[config.mk]
export PLATFORM = sky130hd
export DESIGN_NAME = noc_fabric
export DESIGN_NICKNAME = d
export VERILOG_FILES = /design/src/design/noc_fabric_pkg.sv /design/src/design/init_port.sv /design/src/design/noc_fabric.sv /design/src/design/reg_slice.sv /design/src/design/resp_router.sv /design/src/design/target_arbiter.sv
export VERILOG_INCLUDE_DIRS = /design/src /design/src/design
export SDC_FILE = /design/constraint.sdc
export NUM_CORES = 2
export LEC_CHECK = 0
export BUFFER_PORTS_ARGS = -buffer_cell sky130_fd_sc_hd__buf_2
export CAP_MARGIN = 20
export CORE_ASPECT_RATIO = 1.5
export CORE_MARGIN = 5
export CORE_UTILIZATION = 50
export DETAILED_ROUTE_END_ITERATION = 16
export PLACE_DENSITY = 0.75
export SLEW_MARGIN = 10
export SYNTH_ARGS = -nofsm -noshare
export SYNTH_HDL_FRONTEND = slang
export SYNTH_SLANG_ARGS = --single-unit
[constraint.sdc]
create_clock -name clk -period 9.5 [get_ports clk]
set_input_delay 1.425 -clock clk [delete_from_list [all_inputs] [get_ports clk]]
set_output_delay 1.425 -clock clk [all_outputs]
set_load 0.005 [all_outputs]
[src/design/noc_fabric_config.svh]
`ifndef NOC_FABRIC_CONFIG_SVH
`define NOC_FABRIC_CONFIG_SVH

// ============================================================
// Port counts
// ============================================================
// Initiators on the request side
`define NOC_N_INIT 4
// Targets behind the fabric
`define NOC_N_TARG 3

// ============================================================
// Widths
// ============================================================
`define NOC_ADDR_W 32
`define NOC_DATA_W 32
// Id as seen by an initiator
`define NOC_ID_W 4
// Source index prepended to the id on the target side
`define NOC_SRC_W 2

// Each target window is 2**NOC_WIN_BITS bytes
`define NOC_WIN_BITS 12

`endif

[src/design/noc_fabric_pkg.sv]
`include "noc_fabric_config.svh"

package noc_fabric_pkg;

  // Widest request vector the round-robin helper handles
  localparam int unsigned RR_W = 8;

  // ============================================================
  // Transaction types
  // ============================================================
  // Target-side tag, source index in the upper bits
  typedef struct packed {
    logic [`NOC_SRC_W-1:0] src;
    logic [`NOC_ID_W-1:0]  id;
  } noc_tid_t;

  // Initiator-side request
  typedef struct packed {
    logic [`NOC_ADDR_W-1:0] addr;
    logic                   write;
    logic [`NOC_DATA_W-1:0] wdata;
    logic [`NOC_ID_W-1:0]   id;
  } noc_req_t;

  // Initiator-side response
  typedef struct packed {
    logic [`NOC_DATA_W-1:0] rdata;
    logic [`NOC_ID_W-1:0]   id;
    logic                   err;
  } noc_rsp_t;

  // Target-side request, id widened by the source index
  typedef struct packed {
    logic [`NOC_ADDR_W-1:0] addr;
    logic                   write;
    logic [`NOC_DATA_W-1:0] wdata;
    noc_tid_t               tid;
  } noc_treq_t;

  // Target-side response
  typedef struct packed {
    logic [`NOC_DATA_W-1:0] rdata;
    noc_tid_t               tid;
    logic                   err;
  } noc_trsp_t;

  // ============================================================
  // Round-robin pick
  // ============================================================
  // First requester after last, wrapping over n
  function automatic int unsigned rr_next(
    input logic [RR_W-1:0] req,
    input int unsigned     last,
    input int unsigned     n
  );
    int unsigned idx;
    int unsigned pick;
    pick = last;
    // Walk down so the nearest requester wins
    for (int k = RR_W; k > 0; k--) begin
      if (k <= n) begin
        idx = (last + k) % n;
        if (req[idx]) begin
          pick = idx;
        end
      end
    end
    return pick;
  endfunction

endpackage

[src/design/init_port.sv]
`timescale 1ns/100ps
`include "noc_fabric_config.svh"

module init_port (
  input  logic                     clk,
  input  logic                     arst_n,
  input  logic [`NOC_ADDR_W-1:0]   base_addr,
  input  noc_fabric_pkg::noc_req_t req,
  input  logic                     req_valid,
  output logic                     req_ready,
  output noc_fabric_pkg::noc_req_t fwd_req,
  output logic [`NOC_N_TARG-1:0]   fwd_valid,
  input  logic [`NOC_N_TARG-1:0]   fwd_ready,
  output noc_fabric_pkg::noc_rsp_t err_rsp,
  output logic                     err_valid,
  input  logic                     err_ready
);
  import noc_fabric_pkg::*;

  localparam int unsigned TIDX_W = $clog2(`NOC_N_TARG);
  // Bytes covered by all target windows
  localparam logic [`NOC_ADDR_W-1:0] SPAN = `NOC_ADDR_W'(`NOC_N_TARG) << `NOC_WIN_BITS;

  noc_req_t               s_req;
  logic                   s_valid;
  logic                   s_ready;
  logic [`NOC_ADDR_W-1:0] offset;
  logic [TIDX_W-1:0]      tidx;
  logic                   hit;
  logic [`NOC_N_TARG-1:0] tsel;
  logic                   err_free;
  logic                   err_take;
  noc_rsp_t               err_q;
  logic                   err_vld_q;

  // ============================================================
  // Input slice
  // ============================================================
  reg_slice #(.payload_t(noc_req_t)) u_req_slice (
    .clk       (clk),
    .arst_n    (arst_n),
    .in_data   (req),
    .in_valid  (req_valid),
    .in_ready  (req_ready),
    .out_data  (s_req),
    .out_valid (s_valid),
    .out_ready (s_ready)
  );

  // ============================================================
  // Address decode
  // ============================================================
  assign offset = s_req.addr - base_addr;
  // Below base wraps to a large offset and misses too
  assign hit    = offset < SPAN;
  assign tidx   = offset[`NOC_WIN_BITS +: TIDX_W];

  // One-hot target select
  always_comb begin
    for (int t = 0; t < `NOC_N_TARG; t++) begin
      tsel[t] = hit && (tidx == TIDX_W'(t));
    end
  end

  assign fwd_req   = s_req;
  assign fwd_valid = tsel & {`NOC_N_TARG{s_valid}};

  // Error register free, or emptying this cycle
  assign err_free = ~err_vld_q | err_ready;
  assign err_take = s_valid & ~hit & err_free;
  assign s_ready  = hit ? |(fwd_ready & tsel) : err_free;

  // ============================================================
  // Decode-error response
  // ============================================================
  always_ff @(posedge clk or negedge arst_n) begin
    if (!arst_n) begin
      err_vld_q <= 1'b0;
    end else if (err_take) begin
      err_vld_q <= 1'b1;
    end else if (err_ready) begin
      err_vld_q <= 1'b0;
    end
  end

  // Zero data, original id
  always_ff @(posedge clk) begin
    if (err_take) begin
      err_q.rdata <= '0;
      err_q.id    <= s_req.id;
      err_q.err   <= 1'b1;
    end
  end

  assign err_rsp   = err_q;
  assign err_valid = err_vld_q;

  // Never more than one target asked
  a_fwd_onehot: assert property (@(posedge clk) disable iff (!arst_n)
    $onehot0(fwd_valid));

endmodule

[src/design/noc_fabric.sv]
`timescale 1ns/100ps
`include "noc_fabric_config.svh"

module noc_fabric (
  input  logic                      clk,
  input  logic                      arst_n,
  input  logic [`NOC_ADDR_W-1:0]    base_addr,
  // Initiator side
  input  noc_fabric_pkg::noc_req_t  init_req [`NOC_N_INIT],
  input  logic [`NOC_N_INIT-1:0]    init_req_valid,
  output logic [`NOC_N_INIT-1:0]    init_req_ready,
  output noc_fabric_pkg::noc_rsp_t  init_rsp [`NOC_N_INIT],
  output logic [`NOC_N_INIT-1:0]    init_rsp_valid,
  input  logic [`NOC_N_INIT-1:0]    init_rsp_ready,
  // Target side
  output noc_fabric_pkg::noc_treq_t targ_req [`NOC_N_TARG],
  output logic [`NOC_N_TARG-1:0]    targ_req_valid,
  input  logic [`NOC_N_TARG-1:0]    targ_req_ready,
  input  noc_fabric_pkg::noc_trsp_t targ_rsp [`NOC_N_TARG],
  input  logic [`NOC_N_TARG-1:0]    targ_rsp_valid,
  output logic [`NOC_N_TARG-1:0]    targ_rsp_ready
);
  import noc_fabric_pkg::*;

  // Request crossing, initiator by target
  noc_req_t                                fwd_req [`NOC_N_INIT];
  logic [`NOC_N_INIT-1:0][`NOC_N_TARG-1:0] fwd_valid;
  logic [`NOC_N_INIT-1:0][`NOC_N_TARG-1:0] fwd_ready;
  // Same wires seen target by initiator
  logic [`NOC_N_TARG-1:0][`NOC_N_INIT-1:0] arb_valid;
  logic [`NOC_N_TARG-1:0][`NOC_N_INIT-1:0] arb_ready;

  // Response crossing, target by initiator
  noc_trsp_t                               arb_rsp [`NOC_N_TARG];
  logic [`NOC_N_TARG-1:0][`NOC_N_INIT-1:0] arb_rsp_valid;
  logic [`NOC_N_TARG-1:0][`NOC_N_INIT-1:0] arb_rsp_ready;
  logic [`NOC_N_INIT-1:0][`NOC_N_TARG-1:0] rtr_valid;
  logic [`NOC_N_INIT-1:0][`NOC_N_TARG-1:0] rtr_ready;

  // Local decode errors
  noc_rsp_t               err_rsp [`NOC_N_INIT];
  logic [`NOC_N_INIT-1:0] err_valid;
  logic [`NOC_N_INIT-1:0] err_ready;

  // ============================================================
  // Transpose between stages
  // ============================================================
  for (genvar i = 0; i < `NOC_N_INIT; i++) begin : g_row
    for (genvar t = 0; t < `NOC_N_TARG; t++) begin : g_col
      assign arb_valid[t][i]     = fwd_valid[i][t];
      assign fwd_ready[i][t]     = arb_ready[t][i];
      assign rtr_valid[i][t]     = arb_rsp_valid[t][i];
      assign arb_rsp_ready[t][i] = rtr_ready[i][t];
    end
  end

  // ============================================================
  // Initiator ports and response routers
  // ============================================================
  for (genvar i = 0; i < `NOC_N_INIT; i++) begin : g_init
    init_port u_init_port (
      .clk       (clk),
      .arst_n    (arst_n),
      .base_addr (base_addr),
      .req       (init_req[i]),
      .req_valid (init_req_valid[i]),
      .req_ready (init_req_ready[i]),
      .fwd_req   (fwd_req[i]),
      .fwd_valid (fwd_valid[i]),
      .fwd_ready (fwd_ready[i]),
      .err_rsp   (err_rsp[i]),
      .err_valid (err_valid[i]),
      .err_ready (err_ready[i])
    );

    resp_router u_resp_router (
      .clk        (clk),
      .arst_n     (arst_n),
      .targ_rsp   (arb_rsp),
      .targ_valid (rtr_valid[i]),
      .targ_ready (rtr_ready[i]),
      .err_rsp    (err_rsp[i]),
      .err_valid  (err_valid[i]),
      .err_ready  (err_ready[i]),
      .rsp        (init_rsp[i]),
      .rsp_valid  (init_rsp_valid[i]),
      .rsp_ready  (init_rsp_ready[i])
    );
  end

  // ============================================================
  // Target arbiters
  // ============================================================
  for (genvar t = 0; t < `NOC_N_TARG; t++) begin : g_targ
    target_arbiter u_target_arbiter (
      .clk            (clk),
      .arst_n         (arst_n),
      .in_req         (fwd_req),
      .in_valid       (arb_valid[t]),
      .in_ready       (arb_ready[t]),
      .targ_req       (targ_req[t]),
      .targ_req_valid (targ_req_valid[t]),
      .targ_req_ready (targ_req_ready[t]),
      .targ_rsp       (targ_rsp[t]),
      .targ_rsp_valid (targ_rsp_valid[t]),
      .targ_rsp_ready (targ_rsp_ready[t]),
      .out_rsp        (arb_rsp[t]),
      .out_rsp_valid  (arb_rsp_valid[t]),
      .out_rsp_ready  (arb_rsp_ready[t])
    );
  end

endmodule

[src/design/reg_slice.sv]
`timescale 1ns/100ps

module reg_slice #(
  parameter type payload_t = logic
) (
  input  logic     clk,
  input  logic     arst_n,
  input  payload_t in_data,
  input  logic     in_valid,
  output logic     in_ready,
  output payload_t out_data,
  output logic     out_valid,
  input  logic     out_ready
);

  // ============================================================
  // Storage
  // ============================================================
  // Main entry drives the output
  payload_t main_q;
  // Skid entry catches the beat in flight on a stall
  payload_t skid_q;
  logic     main_vld_q;
  logic     skid_vld_q;
  // Registered ready, low out of reset
  logic     rdy_q;

  logic push;
  logic pop;
  logic main_vld_d;
  logic skid_vld_d;
  logic load_in;
  logic load_skid;
  logic spill;

  assign push = in_valid & rdy_q;
  assign pop  = main_vld_q & out_ready;

  // Next-state of the two entries
  always_comb begin
    main_vld_d = main_vld_q;
    skid_vld_d = skid_vld_q;
    load_in    = 1'b0;
    load_skid  = 1'b0;
    spill      = 1'b0;
    if (pop && skid_vld_q) begin
      // Skid beat moves up, no push possible here
      load_skid  = 1'b1;
      skid_vld_d = 1'b0;
    end else if (pop || !main_vld_q) begin
      // Main free or draining
      load_in    = push;
      main_vld_d = push;
    end else if (push) begin
      // Output stalled, park the new beat
      spill      = 1'b1;
      skid_vld_d = 1'b1;
    end
  end

  always_ff @(posedge clk or negedge arst_n) begin
    if (!arst_n) begin
      main_vld_q <= 1'b0;
      skid_vld_q <= 1'b0;
      rdy_q      <= 1'b0;
    end else begin
      main_vld_q <= main_vld_d;
      skid_vld_q <= skid_vld_d;
      rdy_q      <= ~skid_vld_d;
    end
  end

  // Payload path
  always_ff @(posedge clk) begin
    if (load_in) begin
      main_q <= in_data;
    end else if (load_skid) begin
      main_q <= skid_q;
    end
    if (spill) begin
      skid_q <= in_data;
    end
  end

  assign in_ready  = rdy_q;
  assign out_valid = main_vld_q;
  assign out_data  = main_q;

  // Stalled output keeps its beat
  a_out_hold: assert property (@(posedge clk) disable iff (!arst_n)
    out_valid && !out_ready |=> out_valid && $stable(out_data));

endmodule

[src/design/resp_router.sv]
`timescale 1ns/100ps
`include "noc_fabric_config.svh"

module resp_router (
  input  logic                      clk,
  input  logic                      arst_n,
  input  noc_fabric_pkg::noc_trsp_t targ_rsp [`NOC_N_TARG],
  input  logic [`NOC_N_TARG-1:0]    targ_valid,
  output logic [`NOC_N_TARG-1:0]    targ_ready,
  input  noc_fabric_pkg::noc_rsp_t  err_rsp,
  input  logic                      err_valid,
  output logic                      err_ready,
  output noc_fabric_pkg::noc_rsp_t  rsp,
  output logic                      rsp_valid,
  input  logic                      rsp_ready
);
  import noc_fabric_pkg::*;

  // Targets first, local decode error last
  localparam int unsigned N_SRC = `NOC_N_TARG + 1;
  localparam int unsigned SEL_W = $clog2(N_SRC);

  noc_rsp_t         src_rsp [N_SRC];
  logic [N_SRC-1:0] src_valid;
  logic [N_SRC-1:0] gnt;
  logic [SEL_W-1:0] ptr_q;
  logic [SEL_W-1:0] sel;
  logic             any_vld;
  logic             s_ready;

  // ============================================================
  // Source merge
  // ============================================================
  // Strip the source index
  always_comb begin
    for (int t = 0; t < `NOC_N_TARG; t++) begin
      src_rsp[t].rdata = targ_rsp[t].rdata;
      src_rsp[t].id    = targ_rsp[t].tid.id;
      src_rsp[t].err   = targ_rsp[t].err;
    end
    src_rsp[`NOC_N_TARG] = err_rsp;
  end

  assign src_valid = {err_valid, targ_valid};
  assign any_vld   = |src_valid;
  assign sel       = SEL_W'(rr_next(RR_W'(src_valid), int'(ptr_q), N_SRC));

  always_comb begin
    for (int s = 0; s < N_SRC; s++) begin
      gnt[s] = any_vld && (sel == SEL_W'(s));
    end
  end

  assign targ_ready = gnt[`NOC_N_TARG-1:0] & {`NOC_N_TARG{s_ready}};
  assign err_ready  = gnt[`NOC_N_TARG] & s_ready;

  // Rotate past the source just taken
  always_ff @(posedge clk or negedge arst_n) begin
    if (!arst_n) begin
      ptr_q <= SEL_W'(N_SRC - 1);
    end else if (any_vld && s_ready) begin
      ptr_q <= sel;
    end
  end

  // ============================================================
  // Output slice
  // ============================================================
  reg_slice #(.payload_t(noc_rsp_t)) u_rsp_slice (
    .clk       (clk),
    .arst_n    (arst_n),
    .in_data   (src_rsp[sel]),
    .in_valid  (any_vld),
    .in_ready  (s_ready),
    .out_data  (rsp),
    .out_valid (rsp_valid),
    .out_ready (rsp_ready)
  );

endmodule

[src/design/target_arbiter.sv]
`timescale 1ns/100ps
`include "noc_fabric_config.svh"

module target_arbiter (
  input  logic                      clk,
  input  logic                      arst_n,
  input  noc_fabric_pkg::noc_req_t  in_req [`NOC_N_INIT],
  input  logic [`NOC_N_INIT-1:0]    in_valid,
  output logic [`NOC_N_INIT-1:0]    in_ready,
  output noc_fabric_pkg::noc_treq_t targ_req,
  output logic                      targ_req_valid,
  input  logic                      targ_req_ready,
  input  noc_fabric_pkg::noc_trsp_t targ_rsp,
  input  logic                      targ_rsp_valid,
  output logic                      targ_rsp_ready,
  output noc_fabric_pkg::noc_trsp_t out_rsp,
  output logic [`NOC_N_INIT-1:0]    out_rsp_valid,
  input  logic [`NOC_N_INIT-1:0]    out_rsp_ready
);
  import noc_fabric_pkg::*;

  // Last granted initiator
  logic [`NOC_SRC_W-1:0]  ptr_q;
  logic [`NOC_SRC_W-1:0]  gnt_idx;
  logic [`NOC_N_INIT-1:0] gnt;
  logic                   any_req;
  logic                   s_ready;
  noc_treq_t              treq;

  // ============================================================
  // Request arbitration
  // ============================================================
  assign any_req = |in_valid;
  assign gnt_idx = `NOC_SRC_W'(rr_next(RR_W'(in_valid), int'(ptr_q), `NOC_N_INIT));

  always_comb begin
    for (int i = 0; i < `NOC_N_INIT; i++) begin
      gnt[i] = any_req && (gnt_idx == `NOC_SRC_W'(i));
    end
  end

  // Only the winner sees ready
  assign in_ready = gnt & {`NOC_N_INIT{s_ready}};

  // Pointer moves on an accepted grant only
  always_ff @(posedge clk or negedge arst_n) begin
    if (!arst_n) begin
      ptr_q <= `NOC_SRC_W'(`NOC_N_INIT - 1);
    end else if (any_req && s_ready) begin
      ptr_q <= gnt_idx;
    end
  end

  // Tag with source index
  always_comb begin
    treq.addr    = in_req[gnt_idx].addr;
    treq.write   = in_req[gnt_idx].write;
    treq.wdata   = in_req[gnt_idx].wdata;
    treq.tid.src = gnt_idx;
    treq.tid.id  = in_req[gnt_idx].id;
  end

  reg_slice #(.payload_t(noc_treq_t)) u_treq_slice (
    .clk       (clk),
    .arst_n    (arst_n),
    .in_data   (treq),
    .in_valid  (any_req),
    .in_ready  (s_ready),
    .out_data  (targ_req),
    .out_valid (targ_req_valid),
    .out_ready (targ_req_ready)
  );

  // ============================================================
  // Response steering
  // ============================================================
  // Payload broadcast, valid to the tagged initiator
  assign out_rsp = targ_rsp;

  always_comb begin
    for (int i = 0; i < `NOC_N_INIT; i++) begin
      out_rsp_valid[i] = targ_rsp_valid && (targ_rsp.tid.src == `NOC_SRC_W'(i));
    end
  end

  // Ready from the addressed router only
  assign targ_rsp_ready = out_rsp_ready[targ_rsp.tid.src];

  // Single winner per accepted transfer
  a_gnt_onehot: assert property (@(posedge clk) disable iff (!arst_n)
    |(in_valid & in_ready) |-> $onehot(in_valid & in_ready));

endmodule

## Yosys cells after proc, flatten, opt, wreduce, memory -nomap -nowiden

Cells that the tools add are included.
W data, S select, Z words.

| storage, ports and cells | value |
|---|---|
| register bits | 1341 |
| bits of input ports | 441 |
| output and inout port bits | 375 |
| word-level logic and storage cells | 723 |

| cells by class | value |
|---|---|
| add/sub/neg operators | 32 |
| $lt $le $gt $ge | 42 |
| equal/unequal tests | 38 |
| mux-type cells | 244 |
| bitwise gates (word level) | 90 |
| reduce and logical (&&, ||, !) cells | 143 |

Operators with widths:

| operator | number |
|---|---|
| $mux W69 | 14 |
| $mux W37 | 16 |
| $mux W71 | 6 |
| $bmux W69 S2 | 3 |
| $bmux W37 S2 | 4 |
| $mux W1 | 142 |
| $lt A32 B14 Y1 const B | 4 |
| $sub A32 B32 Y32 | 4 |
| $lt A2 B4 Y1 const B | 28 |
| $logic_and A1 B1 Y1 | 70 |
| $bmux W1 S2 | 31 |
| $mux W2 | 28 |
| $eq A2 B2 Y1 const B | 24 |
| $and A3 B3 Y3 | 12 |
| $and A1 B1 Y1 | 34 |
| $not A1 Y1 | 30 |
| $reduce_bool A2 Y1 | 15 |
| $add A2 B1 Y2 const B | 14 |
| $add A2 B2 Y2 const B | 14 |
| $eq A2 B1 Y1 const B | 14 |
| $logic_not A2 Y1 | 14 |
| $reduce_or A4 Y1 | 7 |
| $reduce_and A2 Y1 | 11 |
| $ge A3 B3 Y1 const B | 7 |
| 7 further kinds | 43 |

## Logic depth before layout (Yosys ltp)

| logic depth | value |
|---|---|
| depth after elaboration | 21 |
| depth in mapped cells | 24 |
| gate-level depth less buffers | 18 |

## By module

A second synthesis with hierarchy kept.

| unflattened totals | value |
|---|---|
| cell total of the unflattened synthesis | 4799 |
| area, all modules | 71248.3 um^2 |

Modules (own cells, without submodules):

| module | instances | cells an instance | area an instance (um^2) | sequential area each (um^2) |
|---|---|---|---|---|
| reg_slice at g_init[0].u_init_port.u_req_slice ... | 4 | 231 | 5138.7 | 4219.0 |
| reg_slice at g_targ[0].u_target_arbiter.u_treq_slice ... | 3 | 237 | 5307.6 | 4339.2 |
| reg_slice at g_init[0].u_resp_router.u_rsp_slice ... | 4 | 129 | 2829.0 | 2297.2 |
| init_port | 4 | 368 | 2551.2 | 145.1 |
| target_arbiter | 3 | 300 | 2880.3 | 52.6 |
| resp_router | 4 | 69 | 1152.4 | 52.6 |

## Least setup slack after synthesis

No wires, ideal clock.

| path | value |
|---|---|
| kind | input-to-reg |
| start point | input port base_addr[15] |
| end point | register g_init[1].u_init_port.u_req_slice.main_q (netlist bit g_init[1].u_init_port.u_req_slice.out_data[0]) (enable) |
| setup time | 0.602 ns |
| arrival time | 10.199 ns |
| data required time | 8.898 ns |
| slack | -1.300 ns |
| stages | 19 |
| path buffers | 2 |
| cells stage by stage | inv_1 ha_1 clkbuf_1 a21oi_1 o21ai_1 a221o_1 a31oi_1 xor2_1 and4bb_2 nand4_1 or4_1 buf_2 nor3_1 a22oi_1 mux2i_2 inv_2 nor4_1 or4_1 a21boi_0 |

| between the ends | value |
|---|---|
| word-level cells in the longest chain between the ends | 21 |
| elaborated cells on any way between the ends | 82 |
| classes of those cells | 4 x add/sub; 4 x order compare; 3 x eq/ne; 40 x mux; 9 x bitwise; 22 x reduce/logical |

Ends and longest elaborated chain:

| item | RTL line | source |
|---|---|---|
| start: declaration | noc_fabric.sv:7 | `` input logic [`NOC_ADDR_W-1:0] base_addr, `` |
| $sub A32 B32 Y32 | init_port.sv:53 | `assign offset = s_req.addr - base_addr;` |
| $lt A32 B14 Y1 | init_port.sv:55 | `assign hit = offset < SPAN;` |
| $logic_and A1 B1 Y1 | init_port.sv:61 | `tsel[t] = hit && (tidx == TIDX_W'(t));` |
| $and A3 B3 Y3 | init_port.sv:66 | `` assign fwd_valid = tsel & {`NOC_N_TARG{s_valid}}; `` |
| $bmux W1 S2 | noc_fabric_pkg.sv:63 | `if (req[idx]) begin` |
| $mux W1 (not written as such) | noc_fabric_pkg.sv:63 |  |
| $mux W2 (4 in a row) | noc_fabric_pkg.sv:63 |  |
| $eq A2 B1 Y1 | target_arbiter.sv:38 | `` gnt[i] = any_req && (gnt_idx == `NOC_SRC_W'(i)); `` |
| (+2 left out) | n/a |  |
| $and A3 B3 Y3 | init_port.sv:71 | `assign s_ready = hit ? \|(fwd_ready & tsel) : err_free;` |
| $reduce_or A3 Y1 | init_port.sv:71 |  |
| $mux W1 * | init_port.sv:71 |  |
| $and A1 B1 Y1 * | reg_slice.sv:37 | `assign pop = main_vld_q & out_ready;` |
| $logic_or A1 B1 Y1 | reg_slice.sv:50 | `end else if (pop \|\| !main_vld_q) begin` |
| $mux W1 | reg_slice.sv:50 |  |
| $mux W1 | reg_slice.sv:46 | `if (pop && skid_vld_q) begin` |
| $reduce_bool A2 Y1 (no line) * | n/a |  |
| end signal: assignment | reg_slice.sv:76 | `main_q <= in_data;` |
| end signal: assignment | reg_slice.sv:78 | `main_q <= skid_q;` |
| end: declaration | reg_slice.sv:20 | `payload_t main_q;` |

Every way passes the cells marked *; elsewhere a longest branch is shown, timed or not. The select of a mux whose other input is x is not followed.
A chain may end at the register's enable or synchronous reset.

## Worst setup path after layout

| path | value |
|---|---|
| start point | input port base_addr[12] |
| end point | register g_init[1].u_init_port.u_req_slice.skid_q[44] (netlist bit) (enable) |

| between the ends | value |
|---|---|
| word-level cells in the longest chain between the ends | 20 |
| elaborated cells on any way between the ends | 92 |
| classes of those cells | 4 x add/sub; 4 x order compare; 11 x eq/ne; 39 x mux; 9 x bitwise; 25 x reduce/logical |

Ends and longest elaborated chain:

| item | RTL line | source |
|---|---|---|
| $sub A32 B32 Y32 | init_port.sv:53 |  |
| $lt A32 B14 Y1 (tied with other cells) | init_port.sv:55 |  |
| $logic_and A1 B1 Y1 | init_port.sv:61 |  |
| $and A3 B3 Y3 | init_port.sv:66 |  |
| $bmux W1 S2 | noc_fabric_pkg.sv:63 |  |
| $mux W1 (not written as such) | noc_fabric_pkg.sv:63 |  |
| $mux W2 (4 in a row) | noc_fabric_pkg.sv:63 |  |
| $eq A2 B1 Y1 | target_arbiter.sv:38 |  |
| (+2 left out) | n/a |  |
| $and A3 B3 Y3 | init_port.sv:71 |  |
| $reduce_or A3 Y1 | init_port.sv:71 |  |
| $mux W1 * | init_port.sv:71 |  |
| $and A1 B1 Y1 * | reg_slice.sv:37 |  |
| $logic_or A1 B1 Y1 | reg_slice.sv:50 |  |
| $mux W1 | reg_slice.sv:50 |  |
| $mux W1 * | reg_slice.sv:46 |  |
| net g_init[1].u_init_port.u_req_slice.spill | reg_slice.sv:34 | `logic spill;` |
| end signal: assignment | reg_slice.sv:81 | `skid_q <= in_data;` |
| end: declaration | reg_slice.sv:22 | `payload_t skid_q;` |

The timed path passes the listed nets; every way through them passes the cells marked *. The select of a mux whose other input is x is not followed.

==> impl_metrics.yaml <==
synth:
  yosysSeqAreaShare_pct: 59.3
  yosysWarnings: 0
  async_reset_ff_share_pct: 3.80
  syn_area_mm2: 0.0675
  synth_cell_types: 100
  yosysTopAreaCell: "edfxtp_1"
  ys_top_cells_by_area: "edfxtp_1 57%, mux2_2 11%, mux2i_1 5.3%"
  netlist.area_leader.share_pct: 57.4
  avgSynthCellArea_um2: 13.1
  syn-num-nets: 5711
  synth_seq_cells: 1341
  synth_ff_type: "edfxtp_1"
  syn_inst: 5150
  synth_edf_count: 1290
clock_tree:
  post-cts-setup-buffers: 0
  clk_latency_ns: 0.80
  cts_resized: 0
  clock-sinks: 1341
  ctsHtreeMaxLevel: 3
  cts_buffers: 120
  cts.clk_slew.worst_paths_ns: 0.07
  clock_path_buffers: 3
  cts_tree: "done"
  holdBufCountCts: 0
  root_buffer: "clkbuf_16"
critical_path:
  r2r_slack_ns: 2.00
  rr_worst_depth: 17
  timing.rr.start: "g_init[3].u_init_port.u_req_slice.out_data[58]$_DFFE_PP_"
  critPathBufInv: 4
  cp_max_fo: 58
  cp_slowest_cell: "nor2_4"
  worst_path_dominant_cell_family: "simple AND/OR/NAND/NOR gates"
  critPathArrivalTime_ns: 8.29
  critPathLaunchType: "primary input"
  end_kind: "flip-flop"
  rr_endpoint: "g_init[1].u_init_port.u_req_slice.skid_q[44]$_DFFE_PP_"
  cp.required_ns: 9.93
  crit_chain: "buf_2, inv_1, ha_1, nand2_1, o21ai_0, a221oi_2, o211a_1, a21oi_1, xor2_1, nor4_2, nand4b_1, o32ai_1, o22ai_1, o21bai_4, inv_6, nor4_1, or4_1, nor2_4, buf_4"
  timing_worst_setup_path_type: "in -> reg"
  max_stage_delay_ns: 0.82
floorplanning:
  die_w_um: 310
  std_cell_rows: 165
  num_io_pins: 816
  die_area_mm2: 0.143
  core_mm2: 0.135
  initial_core_util_pct: 50.1
  die_h_um: 460
outcome:
  status: "complete, no violations"
sta:
  tightest_slew_ns: 1.26
  tns_ns: 0
  finalSetupViolations: 0
  hold_viol_final: 0
  fin_ws_ns: 1.64
  finalClockSkew_ns: 0.0764
  maxSlewHeadroom_pct: 16.2
  period_share_pct: 82.7
  period_minus_slack_ns: 7.86
  rsz0062_at_grt: "false"
  fmax_mhz: 127
  drv_slew: 0
global_route:
  grt_pass1_vias: 49244
  track_usage_pct: 34.9
  grt_max_degree: 141
  grt_pass1_wl_um: 359000
  grt_overflow: 0
  antenna_found_initial: 87
final_layout:
  drive_gt1_share_pct: 31.1
  nets: 6456
  layout_common_cells: "1290 x edfxtp_1, 815 x buf_2, 635 x mux2_2, 387 x a21oi_1, 356 x mux2i_1"
  area_delta_synth_final_pct: 16.0
  fill_cells: 10729
  layout_commonest_cell: "edfxtp_1"
worst_hold_path:
  hold_end: "g_init[0].u_init_port.u_req_slice.out_data[49]$_DFFE_PP_"
  hp-class: "reg -> reg"
  holdPathStages: 1
  min-delay-start: "g_init[0].u_init_port.u_req_slice.skid_q[49]$_DFFE_PP_"
placed_design:
  dp_hpwl_um: 188000
  io_buffers: 815
  place_ws_ns: 0.956
  globalplace.congestion: 0.974
detailed_routing:
  drc: 0
  firstDrtPassIters: 8
  routed_wl_um: 259000
  via_per_inst: 6.41
  drtIter0Drc: 5751
  antenna_left: 0
  wire_per_inst_um: 33.1
  vias: 50109
pwr:
  p_leak_nw: 28.7
  power_density_mw_per_mm2: 313
  vdd_drop_max_uv: 212
flow_run:
  maxCapViolCount: 0
[worst max path at each step]
stage / depth (start not counted) / start / endpoint / slack [ns]
after floorplan: 18 / base_addr[12] / g_init[2].u_init_port.u_req_slice.out_data[0]$_DFFE_PP_ / 0.12
after global placement: 19 / base_addr[6] / g_init[3].u_init_port.u_req_slice.out_data[40]$_DFFE_PP_ / 0.86
after global routing: 20 / base_addr[7] / g_init[1].u_init_port.u_req_slice.skid_q[43]$_DFFE_PP_ / 1.43
after detailed placement: 19 / base_addr[15] / g_init[3].u_init_port.u_req_slice.out_data[50]$_DFFE_PP_ / 0.96
after CTS: 19 / base_addr[15] / g_init[3].u_init_port.u_req_slice.out_data[39]$_DFFE_PP_ / 1.72
final: 19 / base_addr[12] / g_init[1].u_init_port.u_req_slice.skid_q[44]$_DFFE_PP_ / 1.64
[layer usage]
metal | GRT usage [%] | part of all wire (%) | vias up
met3 | 9.36 | 10 | 717
met4 | 20.1 | 6.7 | 72
li1 | - | - | 21495
met1 | 40.8 | 35 | 24725
met5 | 0 | 0.18 | -
met2 | 58.2 | 48 | 3100
[final cells by class]
cell class	instances	area, µm²	share of cell area (%)
Sequential cell	1341	40000	51.1
Multi-Input combinational cell	3401	26100	33.3
Timing Repair Buffer	919	5220	6.66
Clock buffer	137	3100	3.96
Tap cell	1753	2190	2.80
Clock inverter	90	1060	1.36
Inverter	112	440	0.562
Antenna cell	61	153	0.195
[metrics by stage]
| step | instance area (µm²) | instances | power (mW) | hold WS [ns] | util (%) |
|---|---|---|---|---|---|
| after CTS | 78100 | 7752 | 24.4 | 0.515 | 58.1 |
| after detailed placement | 74000 | 7525 | 19.2 | 0.509 | 55.0 |
| after floorplan | 67500 | 5150 | 15.3 | 0.455 | - |
| after global placement | 74000 | 7524 | 19.1 | 0.504 | 55.0 |
| final | 78300 | 7814 | 24.5 | 0.510 | 58.2 |
| after global routing | 78200 | 7778 | 25.5 | 0.533 | 58.1 |
[logic make-up (layout without fill, tap and decap cells)]
family                   Yosys count  count (layout)  share of synthesized area [%]
adder cells (fa/ha/maj)          120             120                           2.22
multiplexers                    1007            1007                           16.2
AO/OA/AOI/OAI                   1190            1190                           11.1
buffers and inverters            408            1258                           2.52
other                              0              61                              0
flip-flops                      1341            1341                           59.3
AND/OR/NAND/NOR                 1038            1038                           8.00
XOR/XNOR                          46              46                          0.597
[synthesized netlist by cell type (11+ instances only)]
cell type     n
and4_1       19
o211ai_1     31
a211o_1      11
nand2b_1     17
a31oi_1      25
nand4_1      50
and3_1       26
dfrtp_1      37
a21o_1       36
nor2_1      117
nor3_1       53
xor2_1       29
a211oi_1    233
a21oi_1     396
or3_1        20
and2_1      223
edfxtp_1   1290
nand3_1      45
o21ai_0     246
clkbuf_1    210
nor2b_1      26
mux2i_1     356
inv_1       108
nand2_1     354
o21bai_1     13
xnor2_1      17
or2_2        12
ha_1        120
dfstp_2      14
o21a_1       28
mux2_2      635
buf_1        20
nor4_1       16
o21ai_1      12
buf_2        40
buf_4        20
[state kept, by name (all words and copies together) (netlist names)]
| register | flops |
|---|---|
| g_init.u_init_port.u_req_slice.in_ready | 4 |
| g_targ.u_target_arbiter.u_treq_slice.in_ready | 3 |
| g_init.u_init_port.err_rsp | 16 |
| g_targ.u_target_arbiter.u_treq_slice.skid_q | 213 |
| g_targ.u_target_arbiter.u_treq_slice.out_data | 213 |
| g_init.u_resp_router.u_rsp_slice.skid_q | 148 |
| g_init.u_resp_router.u_rsp_slice.skid_vld_q | 4 |
| g_init.u_resp_router.ptr_q | 8 |
| g_targ.u_target_arbiter.u_treq_slice.out_valid | 3 |
| g_init.u_init_port.u_req_slice.out_valid | 4 |
| g_init.u_resp_router.u_rsp_slice.out_data | 148 |
| g_init.u_init_port.err_valid | 4 |
| g_init.u_init_port.u_req_slice.out_data | 276 |
| g_init.u_resp_router.u_rsp_slice.in_ready | 4 |
| g_init.u_init_port.u_req_slice.skid_vld_q | 4 |
| g_targ.u_target_arbiter.u_treq_slice.skid_vld_q | 3 |
| g_targ.u_target_arbiter.ptr_q | 6 |
| g_init.u_resp_router.u_rsp_slice.out_valid | 4 |
| g_init.u_init_port.u_req_slice.skid_q | 276 |
[power by group]
| group | switching, mW | internal [mW] | leakage [nW] |
|---|---|---|---|
| combinational | 5.90 | 3.41 | 14.2 |
| clock | 2.33 | 2.84 | 1.98 |
| sequential | 1.28 | 8.74 | 12.5 |
(Power assumes the default switching activity.)
